--- src/verilog/video_crop_params.svh ---
`ifndef VIDEO_CROP_PARAMS_SVH
`define VIDEO_CROP_PARAMS_SVH

////////////////////
// Pixel format
////////////////////

// One component per pixel
`define PIXEL_WIDTH 8

////////////////////
// Image geometry
////////////////////

// Column counter, window left and width
`define IMG_WBITS 12

// Row counter, window top and height
`define IMG_HBITS 12

`endif

--- src/verilog/video_crop_pkg.sv ---
`default_nettype none

package video_crop_pkg;

	////////////////////
	// Configuration
	////////////////////

	// Register select on the write port
	typedef enum logic [1:0] {
		CROP_LEFT   = 2'd0,
		CROP_TOP    = 2'd1,
		CROP_WIDTH  = 2'd2,
		CROP_HEIGHT = 2'd3
	} crop_reg_t;

	////////////////////
	// Frame sync
	////////////////////

	// Seek drops beats until a start-of-frame, pass forwards everything
	typedef enum logic [0:0] {
		SYNC_SEEK = 1'b0,
		SYNC_PASS = 1'b1
	} sync_state_t;

endpackage

`default_nettype wire

--- src/verilog/axis_skid_buffer.sv ---
`default_nettype none

`include "video_crop_params.svh"

module axis_skid_buffer (
	input  wire                     clk,
	input  wire                     resetn,

	// Upstream side
	input  wire                     s_tvalid,
	input  wire [`PIXEL_WIDTH-1:0]  s_tdata,
	input  wire                     s_tuser,
	input  wire                     s_tlast,
	output logic                    s_tready,

	// Downstream side
	output logic                    m_tvalid,
	output logic [`PIXEL_WIDTH-1:0] m_tdata,
	output logic                    m_tuser,
	output logic                    m_tlast,
	input  wire                     m_tready
);

	// tuser, tlast and pixel packed as one word
	localparam int WORD_W = `PIXEL_WIDTH + 2;

	logic [WORD_W-1:0] s_word;
	logic [WORD_W-1:0] main_word;
	logic [WORD_W-1:0] skid_word;
	logic              skid_valid;
	logic              s_fire;
	logic              main_free;

	assign s_word = {s_tuser, s_tlast, s_tdata};
	assign s_fire = s_tvalid && s_tready;

	// Main entry empties or drains this cycle
	assign main_free = !m_tvalid || m_tready;

	assign {m_tuser, m_tlast, m_tdata} = main_word;

	////////////////////
	// Control
	////////////////////

	always_ff @(posedge clk) begin
		if (!resetn) begin
			m_tvalid   <= 1'b0;
			skid_valid <= 1'b0;
			s_tready   <= 1'b1;
		end else if (main_free) begin
			// Skid entry refills main first, ready was low meanwhile
			m_tvalid   <= skid_valid || s_fire;
			skid_valid <= 1'b0;
			s_tready   <= 1'b1;
		end else if (s_fire) begin
			// Main is stuck, park the beat and stop upstream
			skid_valid <= 1'b1;
			s_tready   <= 1'b0;
		end
	end

	////////////////////
	// Storage
	////////////////////

	always_ff @(posedge clk) begin
		if (main_free) begin
			main_word <= skid_valid ? skid_word : s_word;
		end
	end

	always_ff @(posedge clk) begin
		if (!main_free && s_fire) begin
			skid_word <= s_word;
		end
	end

endmodule

`default_nettype wire

--- src/verilog/axis_window.sv ---
`default_nettype none

`include "video_crop_params.svh"

module axis_window (
	input  wire                     clk,
	input  wire                     resetn,

	// Active window
	input  wire [`IMG_WBITS-1:0]    win_left,
	input  wire [`IMG_HBITS-1:0]    win_top,
	input  wire [`IMG_WBITS-1:0]    win_width,
	input  wire [`IMG_HBITS-1:0]    win_height,

	// Full image in
	input  wire                     s_axis_tvalid,
	input  wire [`PIXEL_WIDTH-1:0]  s_axis_tdata,
	input  wire                     s_axis_tuser,
	input  wire                     s_axis_tlast,
	output logic                    s_axis_tready,

	// Cropped image out
	output logic                    m_axis_tvalid,
	output logic [`PIXEL_WIDTH-1:0] m_axis_tdata,
	output logic                    m_axis_tuser,
	output logic                    m_axis_tlast,
	input  wire                     m_axis_tready
);

	logic                  s_fire;
	logic                  dvalid;
	logic                  dlast;
	logic [`IMG_WBITS-1:0] col_idx;
	logic [`IMG_HBITS-1:0] row_idx;
	logic [`IMG_WBITS:0]   col_end;
	logic [`IMG_HBITS:0]   row_end;
	logic                  col_in;
	logic                  row_in;

	// Stage advances whenever nothing visible is stuck at the output
	assign s_axis_tready = !m_axis_tvalid || m_axis_tready;
	assign s_fire        = s_axis_tvalid && s_axis_tready;

	////////////////////
	// Position tracking
	////////////////////

	// Counters describe the pixel held in the output register
	always_ff @(posedge clk) begin
		if (!resetn) begin
			col_idx <= '0;
			row_idx <= '0;
			dlast   <= 1'b0;
		end else if (s_fire) begin
			dlast <= s_axis_tlast;
			if (s_axis_tuser) begin
				col_idx <= '0;
				row_idx <= '0;
			end else if (dlast) begin
				// Previous beat closed a line
				col_idx <= '0;
				row_idx <= row_idx + 1'b1;
			end else begin
				col_idx <= col_idx + 1'b1;
			end
		end
	end

	////////////////////
	// Pixel register
	////////////////////

	always_ff @(posedge clk) begin
		if (s_fire) begin
			m_axis_tdata <= s_axis_tdata;
		end
	end

	// Takes the input valid each time the stage may advance
	always_ff @(posedge clk) begin
		if (!resetn) begin
			dvalid <= 1'b0;
		end else if (s_axis_tready) begin
			dvalid <= s_axis_tvalid;
		end
	end

	////////////////////
	// Window compare
	////////////////////

	// One extra bit so left plus width does not wrap
	assign col_end = {1'b0, win_left} + {1'b0, win_width};
	assign row_end = {1'b0, win_top} + {1'b0, win_height};

	assign col_in = (col_idx >= win_left) && ({1'b0, col_idx} < col_end);
	assign row_in = (row_idx >= win_top) && ({1'b0, row_idx} < row_end);

	// Out-of-window pixels never show valid and get overwritten
	assign m_axis_tvalid = dvalid && col_in && row_in;

	// Markers are rebuilt for the cropped image
	assign m_axis_tlast = ({1'b0, col_idx} == col_end - 1'b1);
	assign m_axis_tuser = (col_idx == win_left) && (row_idx == win_top);

endmodule

`default_nettype wire

--- src/verilog/crop_config_regs.sv ---
`default_nettype none

`include "video_crop_params.svh"

module crop_config_regs import video_crop_pkg::*; (
	input  wire                    clk,
	input  wire                    resetn,

	// Write port
	input  wire                    cfg_we,
	input  wire crop_reg_t         cfg_sel,
	input  wire [`IMG_WBITS-1:0]   cfg_wdata,

	// Accepted start-of-frame
	input  wire                    frame_start,

	// Active window
	output logic [`IMG_WBITS-1:0]  win_left,
	output logic [`IMG_HBITS-1:0]  win_top,
	output logic [`IMG_WBITS-1:0]  win_width,
	output logic [`IMG_HBITS-1:0]  win_height
);

	////////////////////
	// Shadow registers
	////////////////////

	logic [`IMG_WBITS-1:0] sh_left;
	logic [`IMG_HBITS-1:0] sh_top;
	logic [`IMG_WBITS-1:0] sh_width;
	logic [`IMG_HBITS-1:0] sh_height;

	always_ff @(posedge clk) begin
		if (!resetn) begin
			sh_left   <= '0;
			sh_top    <= '0;
			sh_width  <= '0;
			sh_height <= '0;
		end else if (cfg_we) begin
			case (cfg_sel)
				CROP_LEFT:   sh_left   <= cfg_wdata;
				CROP_TOP:    sh_top    <= cfg_wdata[`IMG_HBITS-1:0];
				CROP_WIDTH:  sh_width  <= cfg_wdata;
				CROP_HEIGHT: sh_height <= cfg_wdata[`IMG_HBITS-1:0];
			endcase
		end
	end

	////////////////////
	// Active registers
	////////////////////

	// Load only at frame start so one frame sees one window.
	// A write in the same cycle lands in the shadow and waits a frame
	always_ff @(posedge clk) begin
		if (!resetn) begin
			win_left   <= '0;
			win_top    <= '0;
			win_width  <= '0;
			win_height <= '0;
		end else if (frame_start) begin
			win_left   <= sh_left;
			win_top    <= sh_top;
			win_width  <= sh_width;
			win_height <= sh_height;
		end
	end

endmodule

`default_nettype wire

--- src/verilog/frame_sync_gate.sv ---
`default_nettype none

`include "video_crop_params.svh"

module frame_sync_gate import video_crop_pkg::*; (
	input  wire                     clk,
	input  wire                     resetn,

	// Raw input stream
	input  wire                     s_tvalid,
	input  wire [`PIXEL_WIDTH-1:0]  s_tdata,
	input  wire                     s_tuser,
	input  wire                     s_tlast,
	output logic                    s_tready,

	// Stream toward the window stage
	output logic                    m_tvalid,
	output logic [`PIXEL_WIDTH-1:0] m_tdata,
	output logic                    m_tuser,
	output logic                    m_tlast,
	input  wire                     m_tready,

	// One cycle per accepted start-of-frame beat
	output logic                    frame_start
);

	sync_state_t state;
	sync_state_t state_next;
	logic        fwd;

	////////////////////
	// Forward decision
	////////////////////

	always_comb begin
		case (state)
			SYNC_SEEK: begin
				// Only a start-of-frame beat gets through
				fwd = s_tuser;
			end
			default: begin
				fwd = 1'b1;
			end
		endcase
	end

	// Dropped beats are swallowed with ready held high
	assign s_tready = fwd ? m_tready : 1'b1;
	assign m_tvalid = s_tvalid && fwd;

	// Payload is never touched, only valid and ready are gated
	assign m_tdata = s_tdata;
	assign m_tuser = s_tuser;
	assign m_tlast = s_tlast;

	assign frame_start = s_tvalid && s_tready && s_tuser;

	////////////////////
	// State register
	////////////////////

	always_comb begin
		state_next = state;
		if (state == SYNC_SEEK && frame_start) begin
			state_next = SYNC_PASS;
		end
	end

	// No way back to seek short of a reset
	always_ff @(posedge clk) begin
		if (!resetn) begin
			state <= SYNC_SEEK;
		end else begin
			state <= state_next;
		end
	end

endmodule

`default_nettype wire

--- src/verilog/video_crop_top.sv ---
`default_nettype none

`include "video_crop_params.svh"

module video_crop_top import video_crop_pkg::*; (
	input  wire                     clk,
	input  wire                     resetn,

	// Window configuration
	input  wire                     cfg_we,
	input  wire crop_reg_t          cfg_sel,
	input  wire [`IMG_WBITS-1:0]    cfg_wdata,

	// Pixel stream in
	input  wire                     s_tvalid,
	input  wire [`PIXEL_WIDTH-1:0]  s_tdata,
	input  wire                     s_tuser,
	input  wire                     s_tlast,
	output logic                    s_tready,

	// Cropped stream out
	output logic                    m_tvalid,
	output logic [`PIXEL_WIDTH-1:0] m_tdata,
	output logic                    m_tuser,
	output logic                    m_tlast,
	input  wire                     m_tready
);

	logic                    frame_start;
	logic [`IMG_WBITS-1:0]   win_left;
	logic [`IMG_HBITS-1:0]   win_top;
	logic [`IMG_WBITS-1:0]   win_width;
	logic [`IMG_HBITS-1:0]   win_height;

	// Link a, synchronizer to window
	logic                    a_tvalid;
	logic [`PIXEL_WIDTH-1:0] a_tdata;
	logic                    a_tuser;
	logic                    a_tlast;
	logic                    a_tready;

	// Link b, window to skid buffer
	logic                    b_tvalid;
	logic [`PIXEL_WIDTH-1:0] b_tdata;
	logic                    b_tuser;
	logic                    b_tlast;
	logic                    b_tready;

	crop_config_regs i_cfg (
		.clk         (clk),
		.resetn      (resetn),
		.cfg_we      (cfg_we),
		.cfg_sel     (cfg_sel),
		.cfg_wdata   (cfg_wdata),
		.frame_start (frame_start),
		.win_left    (win_left),
		.win_top     (win_top),
		.win_width   (win_width),
		.win_height  (win_height)
	);

	frame_sync_gate i_sync (
		.clk         (clk),
		.resetn      (resetn),
		.s_tvalid    (s_tvalid),
		.s_tdata     (s_tdata),
		.s_tuser     (s_tuser),
		.s_tlast     (s_tlast),
		.s_tready    (s_tready),
		.m_tvalid    (a_tvalid),
		.m_tdata     (a_tdata),
		.m_tuser     (a_tuser),
		.m_tlast     (a_tlast),
		.m_tready    (a_tready),
		.frame_start (frame_start)
	);

	axis_window i_window (
		.clk           (clk),
		.resetn        (resetn),
		.win_left      (win_left),
		.win_top       (win_top),
		.win_width     (win_width),
		.win_height    (win_height),
		.s_axis_tvalid (a_tvalid),
		.s_axis_tdata  (a_tdata),
		.s_axis_tuser  (a_tuser),
		.s_axis_tlast  (a_tlast),
		.s_axis_tready (a_tready),
		.m_axis_tvalid (b_tvalid),
		.m_axis_tdata  (b_tdata),
		.m_axis_tuser  (b_tuser),
		.m_axis_tlast  (b_tlast),
		.m_axis_tready (b_tready)
	);

	axis_skid_buffer i_skid (
		.clk      (clk),
		.resetn   (resetn),
		.s_tvalid (b_tvalid),
		.s_tdata  (b_tdata),
		.s_tuser  (b_tuser),
		.s_tlast  (b_tlast),
		.s_tready (b_tready),
		.m_tvalid (m_tvalid),
		.m_tdata  (m_tdata),
		.m_tuser  (m_tuser),
		.m_tlast  (m_tlast),
		.m_tready (m_tready)
	);

endmodule

`default_nettype wire
--- config.mk ---
export PLATFORM = sky130hd
export DESIGN_NAME = video_crop_top
export DESIGN_NICKNAME = d
export VERILOG_FILES = /design/src/verilog/video_crop_pkg.sv /design/src/verilog/axis_skid_buffer.sv /design/src/verilog/axis_window.sv /design/src/verilog/crop_config_regs.sv /design/src/verilog/frame_sync_gate.sv /design/src/verilog/video_crop_top.sv
export VERILOG_INCLUDE_DIRS = /design/src /design/src/verilog
export SDC_FILE = /design/constraint.sdc
export NUM_CORES = 1
export LEC_CHECK = 0
export BUFFER_PORTS_ARGS = -buffer_cell sky130_fd_sc_hd__buf_2
export CAP_MARGIN = 20
export CORE_MARGIN = 3
export CORE_UTILIZATION = 60
export DETAILED_ROUTE_END_ITERATION = 8
export PLACE_DENSITY_LB_ADDON = 0.2
export SYNTH_ARGS = -nofsm -noshare
export SYNTH_HDL_FRONTEND = slang
export SYNTH_SLANG_ARGS = --single-unit
export TNS_END_PERCENT = 1
--- constraint.sdc ---
create_clock -name clk -period 12.4 [get_ports clk]
set_input_delay 1.24 -clock clk [delete_from_list [all_inputs] [get_ports clk]]
set_output_delay 1.24 -clock clk [all_outputs]
set_load 0.01 [all_outputs]
# After elaboration in Yosys (flattened, before gate mapping)
# Cells that the tools add are included.
# op_classes
n_lt_le_gt_ge	4
muxes	7
n_reduce_logical	26
bitwise	2
add_sub_neg	5
eq_ne	6
# op_table
op	n
$mux 12	4
$add 12x12->13	2
$lt 12x13->1	2
$add 12x1->12 const B	2
$eq 12x12->1	2
$ge 12x12->1	2
$eq 12x13->1	1
$sub 13x1->13 const B	1
$logic_and 1x1->1	12
$mux 10	1
$reduce_and 2->1	5
$eq 2x2->1 const B	2
$logic_not 1->1	3
$logic_or 1x1->1	3
$eq 2x1->1 const B	1
$logic_not 2->1	1
$mux 1	2
$not 1->1	2
$reduce_bool 2->1	1
$reduce_or 2->1	1
# totals
wordCells	69
regBits	154
inputBits	29

# Logic depth before layout (Yosys ltp)
# Gate-level depths: netlist of the first run.
# logic_depth
word_depth	11
ltp_mapped	23
mapped_depth_nobuf	21

# By module
# From an unflattened synthesis of the first run, not the netlist that was laid out.
# unflattened
hier_cells	929
hier_area_um2	8941.1
# modules_own_cells
module	area_each_um2	n_inst	cells_each	seq_area_each_um2
axis_window	4370.4	1	546	760.7
crop_config_regs	3604.7	1	326	1921.8
axis_skid_buffer	837.1	1	42	660.6
frame_sync_gate	128.9	1	15	20.0

# Worst setup path before layout of the first run
# No wires, ideal clock.
# synth_timing
kind	reg-to-output
from	reg i_cfg.win_top[1]
to	out s_tready
slack_ns	7.570
n_path_buf	0
arrival_time_ns	3.590
path_stages_with_launch	19
cell_sequence	dfxtp_1 ha_1 a21o_1 a21oi_1 o21bai_1 a21oi_1 nor2b_1 o21a_1 o31a_1 o41ai_1 xor2_1 ha_1 a21oi_1 o211ai_1 o21bai_1 o211ai_1 nand4_1 nor2_1 o21ai_0
# synth_via
elab_chain_len	7
word_cells_on_any_way	8
cone_classes	1 x add/sub; 2 x order compare; 1 x mux; 4 x reduce/logical
# synth_lines
element	line_no	source
from (decl)	crop_config_regs.sv:19	output logic [`IMG_HBITS-1:0] win_top,
from (signal assigned)	crop_config_regs.sv:63	win_top <= sh_top;
$add 12x12->13	axis_window.sv:94	assign row_end = {1'b0, win_top} + {1'b0, win_height};
$lt 12x13->1	axis_window.sv:97	assign row_in = (row_idx >= win_top) && ({1'b0, row_idx} < row_end);
$logic_and 1x1->1 (*)	axis_window.sv:97	
$logic_and 1x1->1 (*)	axis_window.sv:100	assign m_axis_tvalid = dvalid && col_in && row_in;
$logic_not 1->1 (*)	axis_window.sv:41	assign s_axis_tready = !m_axis_tvalid || m_axis_tready;
$logic_or 1x1->1 (*)	axis_window.sv:41	
$mux 1 (*)	frame_sync_gate.sv:48	assign s_tready = fwd ? m_tready : 1'b1;
to (decl)	video_crop_top.sv:19	output logic s_tready,
# Mark *: on every way between the ends. The rest lies on a longest branch, timed or not.

# Worst setup path in the final report of the first run
# Same ends and word-level chain as after synthesis.

==> results of run 1 <==
[flip-flops by register name (all words and copies together), names as in the netlist, 8 cells and up]
name / count
i_cfg.sh_width: 12
i_cfg.sh_left: 12
i_cfg.win_left: 12
i_cfg.win_height: 12
i_skid.skid_word: 10
i_cfg.sh_height: 12
i_cfg.win_width: 12
i_window.row_idx: 12
i_cfg.win_top: 12
i_window.col_idx: 12
i_skid.main_word: 10
i_cfg.sh_top: 12
i_window.m_axis_tdata: 8
[metrics by stage]
step	area [sq um]	setup WS, ns	std cells	hold WS, ns
after floorplan	8680	7.57	910	0.422
after global placement	9020	7.10	1101	0.435
after detailed placement	9020	6.87	1101	0.431
after CTS	9670	6.41	1133	0.441
after global routing	9670	6.02	1133	0.464
final	9670	6.35	1133	0.439
[power groups by stage]
stage,Sequential [uW],Clock (uW),Combinational (uW)
finish,529,574,96.8
global placement,539,0,94.9
floorplan,539,0,68.8
CTS,529,581,97.1
detailed placement,540,0,96.3
global route,530,605,107
[synth_stat cells (3+ instances only)]
library cell,instances
clkbuf_1,22
a21oi_1,39
buf_1,3
and4_1,3
and3_1,4
edfxtp_1,28
mux2_2,11
nor2b_1,82
nand3b_1,3
o21a_1,9
or2_2,5
mux2i_1,77
nand3_1,19
a22oi_1,4
xnor2_1,19
nand4_1,13
o31ai_1,9
nor3_1,10
a31o_2,3
a211oi_1,5
xor2_1,13
xnor3_1,3
buf_2,7
a21o_1,14
inv_1,49
o21bai_1,3
nand2_1,81
nand2b_1,8
o21ai_0,18
o211ai_1,8
a21boi_0,29
ha_1,72
nor2_1,45
or4_1,5
and2_1,9
dfxtp_1,126
nor3b_1,4
nand4b_1,4
[kinds of logic (layout without fill, tap and decap cells)]
| group | Yosys count | in the layout | synth area share [%] |
|---|---|---|---|
| xor gates and xnor gates | 35 | 35 | 4.01 |
| and+or+nand+nor | 303 | 303 | 18.3 |
| AOI/OAI and AO/OA | 171 | 171 | 13.8 |
| buffers and inverters | 84 | 127 | 3.82 |
| adders and majority gates | 75 | 75 | 11.0 |
| muxes | 88 | 88 | 10.3 |
| DFF | 154 | 154 | 38.7 |
[final timing paths]
check | from | to | slack, ns | cells after the start
hold reg to reg | i_window.m_axis_tdata[4]$_DFFE_PP_ | i_skid.skid_word[4]$_DFFE_PP_ | 0.44 | 0
hold / removal | i_window.m_axis_tdata[4]$_DFFE_PP_ | i_skid.skid_word[4]$_DFFE_PP_ | 0.44 | 0
setup / recovery | i_cfg.win_top[1]$_SDFFE_PN0P_ | s_tready | 6.35 | 19
setup reg to reg | i_cfg.win_top[1]$_SDFFE_PN0P_ | i_window.row_idx[10]$_SDFFE_PN0P_ | 7.42 | 19
[metal layers]
metal | up-vias | GRT usage [%] | share of wire [%]
met3 | 18 | 3.87 | 3.9
met1 | 3019 | 34.3 | 49
met2 | 114 | 39.2 | 45
met4 | 0 | 7.13 | 1.2
li1 | 3312 | - | -
met5 | - | 0 | 0
[placed cells by master, fill, tap and decap left out, types with 14 or more instances in the layout]
master     count
dfxtp_1      126
nor2b_1       82
nand2_1       81
mux2i_1       77
ha_1          72
inv_1         49
nor2_1        45
buf_2         40
a21oi_1       38
a21boi_0      29
edfxtp_1      28
nand3_1       19
xnor2_1       19
o21ai_0       18
clkbuf_16     17
a21o_1        14
[layout make-up]
| cell class | count | area [sq um] |
|---|---|---|
| inverter | 50 | 188 |
| clock buffer | 17 | 425 |
| multi-input combinational | 672 | 5000 |
| fill | 1071 | 4370 |
| sequential | 154 | 3360 |
| tap | 180 | 225 |
| timing repair buffer | 45 | 238 |
| clock inverter | 15 | 228 |
==> metrics.yaml, run 1 <==
path_clk_slew_ns: 0.07
pwr-share-comb_pct: 8.1
drc: 0
power.switching_uw: 290
vias_per_cell: 5.70
hold_buffers: 0
die_x_microns: 126
syn_nets: 1013
grt_start_max_net_pins: 114
synth.area.top_cells: "dfxtp_1 29%, ha_1 10%, edfxtp_1 9.7%"
grtUsageTotal_pct: 24.4
postSynthRegisterBits: 154
required_ns: 11.16
synth_cell_type_count: 70
dieArea_sq_mm: 0.0159
antenna-diode-count: 0
synth_top_cell_by_area: "dfxtp_1"
power_density_mw_per_mm2: 124
clockRootBuffer: "clkbuf_16"
numCtsBuffers: 17
wl_per_cell_microns: 16.5
die_h_microns: 126
grt_pass1_vias: 6212
critPathMaxFanout: 7
clock_skew_ns: 0.00766
start_util_pct: 61.8
holdCritPathClass: "reg2reg"
cellLeakagePower_uw: 0.00386
seqPwrFrac_pct: 44.1
antenna_left: 0
core_sq_mm: 0.0140
fin_setup_tns_ns: 0
io_pins: 41
grt_pass1_wl_microns: 31200
synth_edf_count: 28
p_clk_share_pct: 47.9
synth.top_cell.area_share_pct: 29.1
max-slew-margin-rel_pct: 38.6
drive_gt1_share_pct: 11.2
clkLatencyLatePin_ns: 0.42
fin_crit_sh_pct: 48.8
first_iter_violations: 339
critPathKind: "reg2out"
design_power_total_uw: 1200
rsz0062_at_grt: "false"
cp.arrival_ns: 4.81
vias: 6463
cts_buffer_depth: 2
cts_sinks: 154
cp-start-kind: "register"
maxCapViolations: 0
synth-main-ff-cell: "dfxtp_1"
utilization_pct: 68.9
endpoint_kind: "primary output"
htree_levels: 4
yosys_warnings: 0
setup_viol: 0
ys_async_sr_fraction_pct: 0
port_buffers: 40
synthToLayoutAreaGrowth_pct: 11.4
cp_num_buf_inv: 1
post_cts_buffers: 0
syn_avg_cell_area_sq_um: 9.54
crit_path_top_delay_cell: "dfxtp_1"
switching_share_pct: 24.2
crit_chain: "ha_1, a21o_1, a21oi_1, o21bai_1, a21oi_1, nor2b_1, o21a_1, o31a_1, o41ai_1, xor2_1, ha_1, a21oi_1, o211ai_1, o21bai_1, o211ai_1, nand4_1, nor2_1, o21ai_0, buf_2"
antenna_found_initial: 0
syn_inst: 910
cp_slowest_stage_delay_ns: 0.40
fin_crit_ns: 6.05
hpwl_microns: 13300
ys_seq_area_share_pct: 38.7
hold_violations: 0
nNetsFinal: 1043
grt-ovfl-total: 0
tightest_slew_ns: 0.922
cts_tree: "done"
rows: 43
status: "completed"
cp_top_family: "compound AO/OA/AOI/OAI gates"
gp_congestion: 0.902
p_int_uw: 910
postCtsResizedCells: 0
drv_slew: 0
drt_wl_total_microns: 18700
max_freq_mhz: 165
firstDrtPassIters: 5
cp_common_cell: "a21oi_1"
netlist_area_sq_mm: 0.00868
ir_worst_vdd_uv: 101
(Power assumes the default switching activity.)
==> inputs of run 2 (changes only) <==
Settings changed: CORE_UTILIZATION 60 to 56.
Clock period 12.4 ns to 5.24 ns, I/O delays scaled along.
==> run 2 against run 1 <==
  * Die area rose by 6.8%
  * Highest routed layer unchanged
  * Hold slack lost 0.17 ns
  * Flip-flop and latch count is the same
  * Clock skew increased by 0.0019 ns
  * Total power increased by 130%
  * Critical path depth up 1
  * Register-to-register slack got worse by 6.9 ns
  * Combinational power grew 140%
  * Largest cell class unchanged
  * Final cell count grew 0.62%
  * Clock power is 120% higher
  * Cell area up 0.22%
==> metrics.yaml, run 2 (synthesis results as in run 1) <==
drt_wl_total_microns: 18300  # was 18700 microns
crit_chain: "ha_1, a21o_1, a21oi_1, o21bai_1, a21oi_1, nor2b_1, o21a_1, o31a_1, o41ai_2, xor2_1, ha_1, a21oi_1, o211ai_1, o21bai_1, o211ai_1, nand4_1, buf_4, nor2_4, o21ai_0, buf_2"  # was ha_1, a21o_1, a21oi_1, o21bai_1, a21oi_1, nor2b_1, o21a_1, o31a_1, o41ai_1, xor2_1, ha_1, a21oi_1, o211ai_1, o21bai_1, o211ai_1, nand4_1, nor2_1, o21ai_0, buf_2
vias: 6449  # was 6463
rsz0062_at_grt: "false"  # unchanged
required_ns: 4.72  # was 11.16 ns
cp_num_buf_inv: 2  # was 1
holdCritPathClass: "in2reg"  # was reg2reg
vias_per_cell: 5.66  # was 5.70
gp_congestion: 0.849  # was 0.902
die_h_microns: 131  # was 126 microns
synthToLayoutAreaGrowth_pct: 11.6  # was 11.4%
hold_ws_ns: 0.271  # was 0.439 ns
hold_violations: 0  # unchanged
first_iter_violations: 371  # was 339
dpl_cell_area_sq_mm: 0.00905  # was 0.00902 sq mm
cp_top_family: "compound AO/OA/AOI/OAI gates"  # unchanged
critPathMaxFanout: 7  # unchanged
antenna-diode-count: 0  # unchanged
hpwl_microns: 13100  # was 13300 microns
tightest_slew_ns: 1.00  # was 0.922 ns
start_util_pct: 58.4  # was 61.8%
drc: 0  # unchanged
power_density_mw_per_mm2: 281  # was 124 mW/mm^2
cts_buffer_depth: 2  # unchanged
path_clk_slew_ns: 0.06  # was 0.07 ns
setup_viol: 0  # unchanged
grt-ovfl-total: 0  # unchanged
port_buffers: 40  # unchanged
clock_skew_ns: 0.00958  # was 0.00766 ns
grtUsageTotal_pct: 22.7  # was 24.4%
cp_common_cell: "a21oi_1"  # unchanged
grt_pass1_vias: 5957  # was 6212
maxCapViolations: 0  # unchanged
fin_setup_tns_ns: 0  # unchanged
firstDrtPassIters: 5  # unchanged
dieArea_sq_mm: 0.0170  # was 0.0159 sq mm
core_sq_mm: 0.0149  # was 0.0140 sq mm
status: "completed"  # unchanged
cellLeakagePower_uw: 0.00387  # was 0.00386 uW
grt_pass1_wl_microns: 30500  # was 31200 microns
cp-start-kind: "register"  # unchanged
drive_gt1_share_pct: 11.7  # was 11.2%
fin_crit_ns: 4.89
io_pins: 41  # unchanged
critPathKind: "reg2out"  # unchanged
clockRootBuffer: "clkbuf_16"  # unchanged
design_power_total_uw: 2730  # was 1200 uW
drv_slew: 0  # unchanged
cp.arrival_ns: 4.36  # was 4.81 ns
htree_levels: 4  # unchanged
endpoint_kind: "primary output"  # unchanged
final_area_sq_mm: 0.00969  # was 0.00967 sq mm
cp_slowest_stage_delay_ns: 0.40  # about the same
layout_common_cells: "126 x dfxtp_1, 82 x nor2b_1, 81 x nand2_1"  # unchanged
fin_crit_sh_pct: 93.2
antenna_left: 0  # unchanged
cts_sinks: 154  # unchanged
wl_per_cell_microns: 16.1  # was 16.5 microns
grt_start_max_net_pins: 72  # was 114
rows: 44  # was 43
cts_tree: "done"  # unchanged
nNetsFinal: 1046  # was 1043
hold_buffers: 0  # unchanged
max_freq_mhz: 205
clkLatencyLatePin_ns: 0.43  # was 0.42 ns
die_x_microns: 131  # was 126 microns
antenna_found_initial: 0  # unchanged
max-slew-margin-rel_pct: 32.9  # was 38.6%
numCtsBuffers: 17  # unchanged
final_common_cell: "dfxtp_1"  # unchanged
ir_worst_vdd_uv: 240  # was 101 uV
crit_path_top_delay_cell: "dfxtp_1"  # unchanged
[run 2: worst paths after layout]
check	startpoint	to	slack [ns]	cells after the start
setup / recovery	i_cfg.win_top[1]$_SDFFE_PN0P_	s_tready	0.35	20
hold / removal	s_tdata[1]	i_window.m_axis_tdata[1]$_DFFE_PP_	0.27	1
setup reg to reg	i_cfg.win_left[0]$_SDFFE_PN0P_	i_window.row_idx[10]$_SDFFE_PN0P_	0.53	16
hold reg to reg	i_window.m_axis_tdata[4]$_DFFE_PP_	i_skid.skid_word[4]$_DFFE_PP_	0.45	0
[run 2: what timing repair did]
action,in CTS,in global routing
gates resized for setup,0,3
endpoints found under the setup margin,0,1
buffers inserted,0,1
[run 2: stage by stage]
step,utilization [%],cells,worst slack (ns)
after floorplan,-,910,1.13
after global placement,60.9,1106,0.669
after detailed placement,60.9,1106,0.541
after CTS,65.0,1138,0.0620
after global routing,65.2,1140,0.0223
final,65.2,1140,0.355
[run 2: layout make-up]
type,instances,area (sq um)
clock buffer,18,439
timing repair buffer,48,289
clock inverter,14,164
multi-input combinational,672,5020
tap,184,230
inverter,50,188
sequential,154,3360
fill,1255,5170
[run 2: per-layer routing]
metal	track usage, %	routed length, microns
met2	32.7	7650
met3	4.47	786
met1	34.2	9590
met4	6.90	280
met5	0	0
[run 2: power by group]
group          leakage, uW  switching, uW  internal [uW]  total [uW]
registers          0.00129           16.4           1230        1250
clock network     0.000302            514            726        1240
logic              0.00228            134            101         235
total              0.00387            665           2060        2730
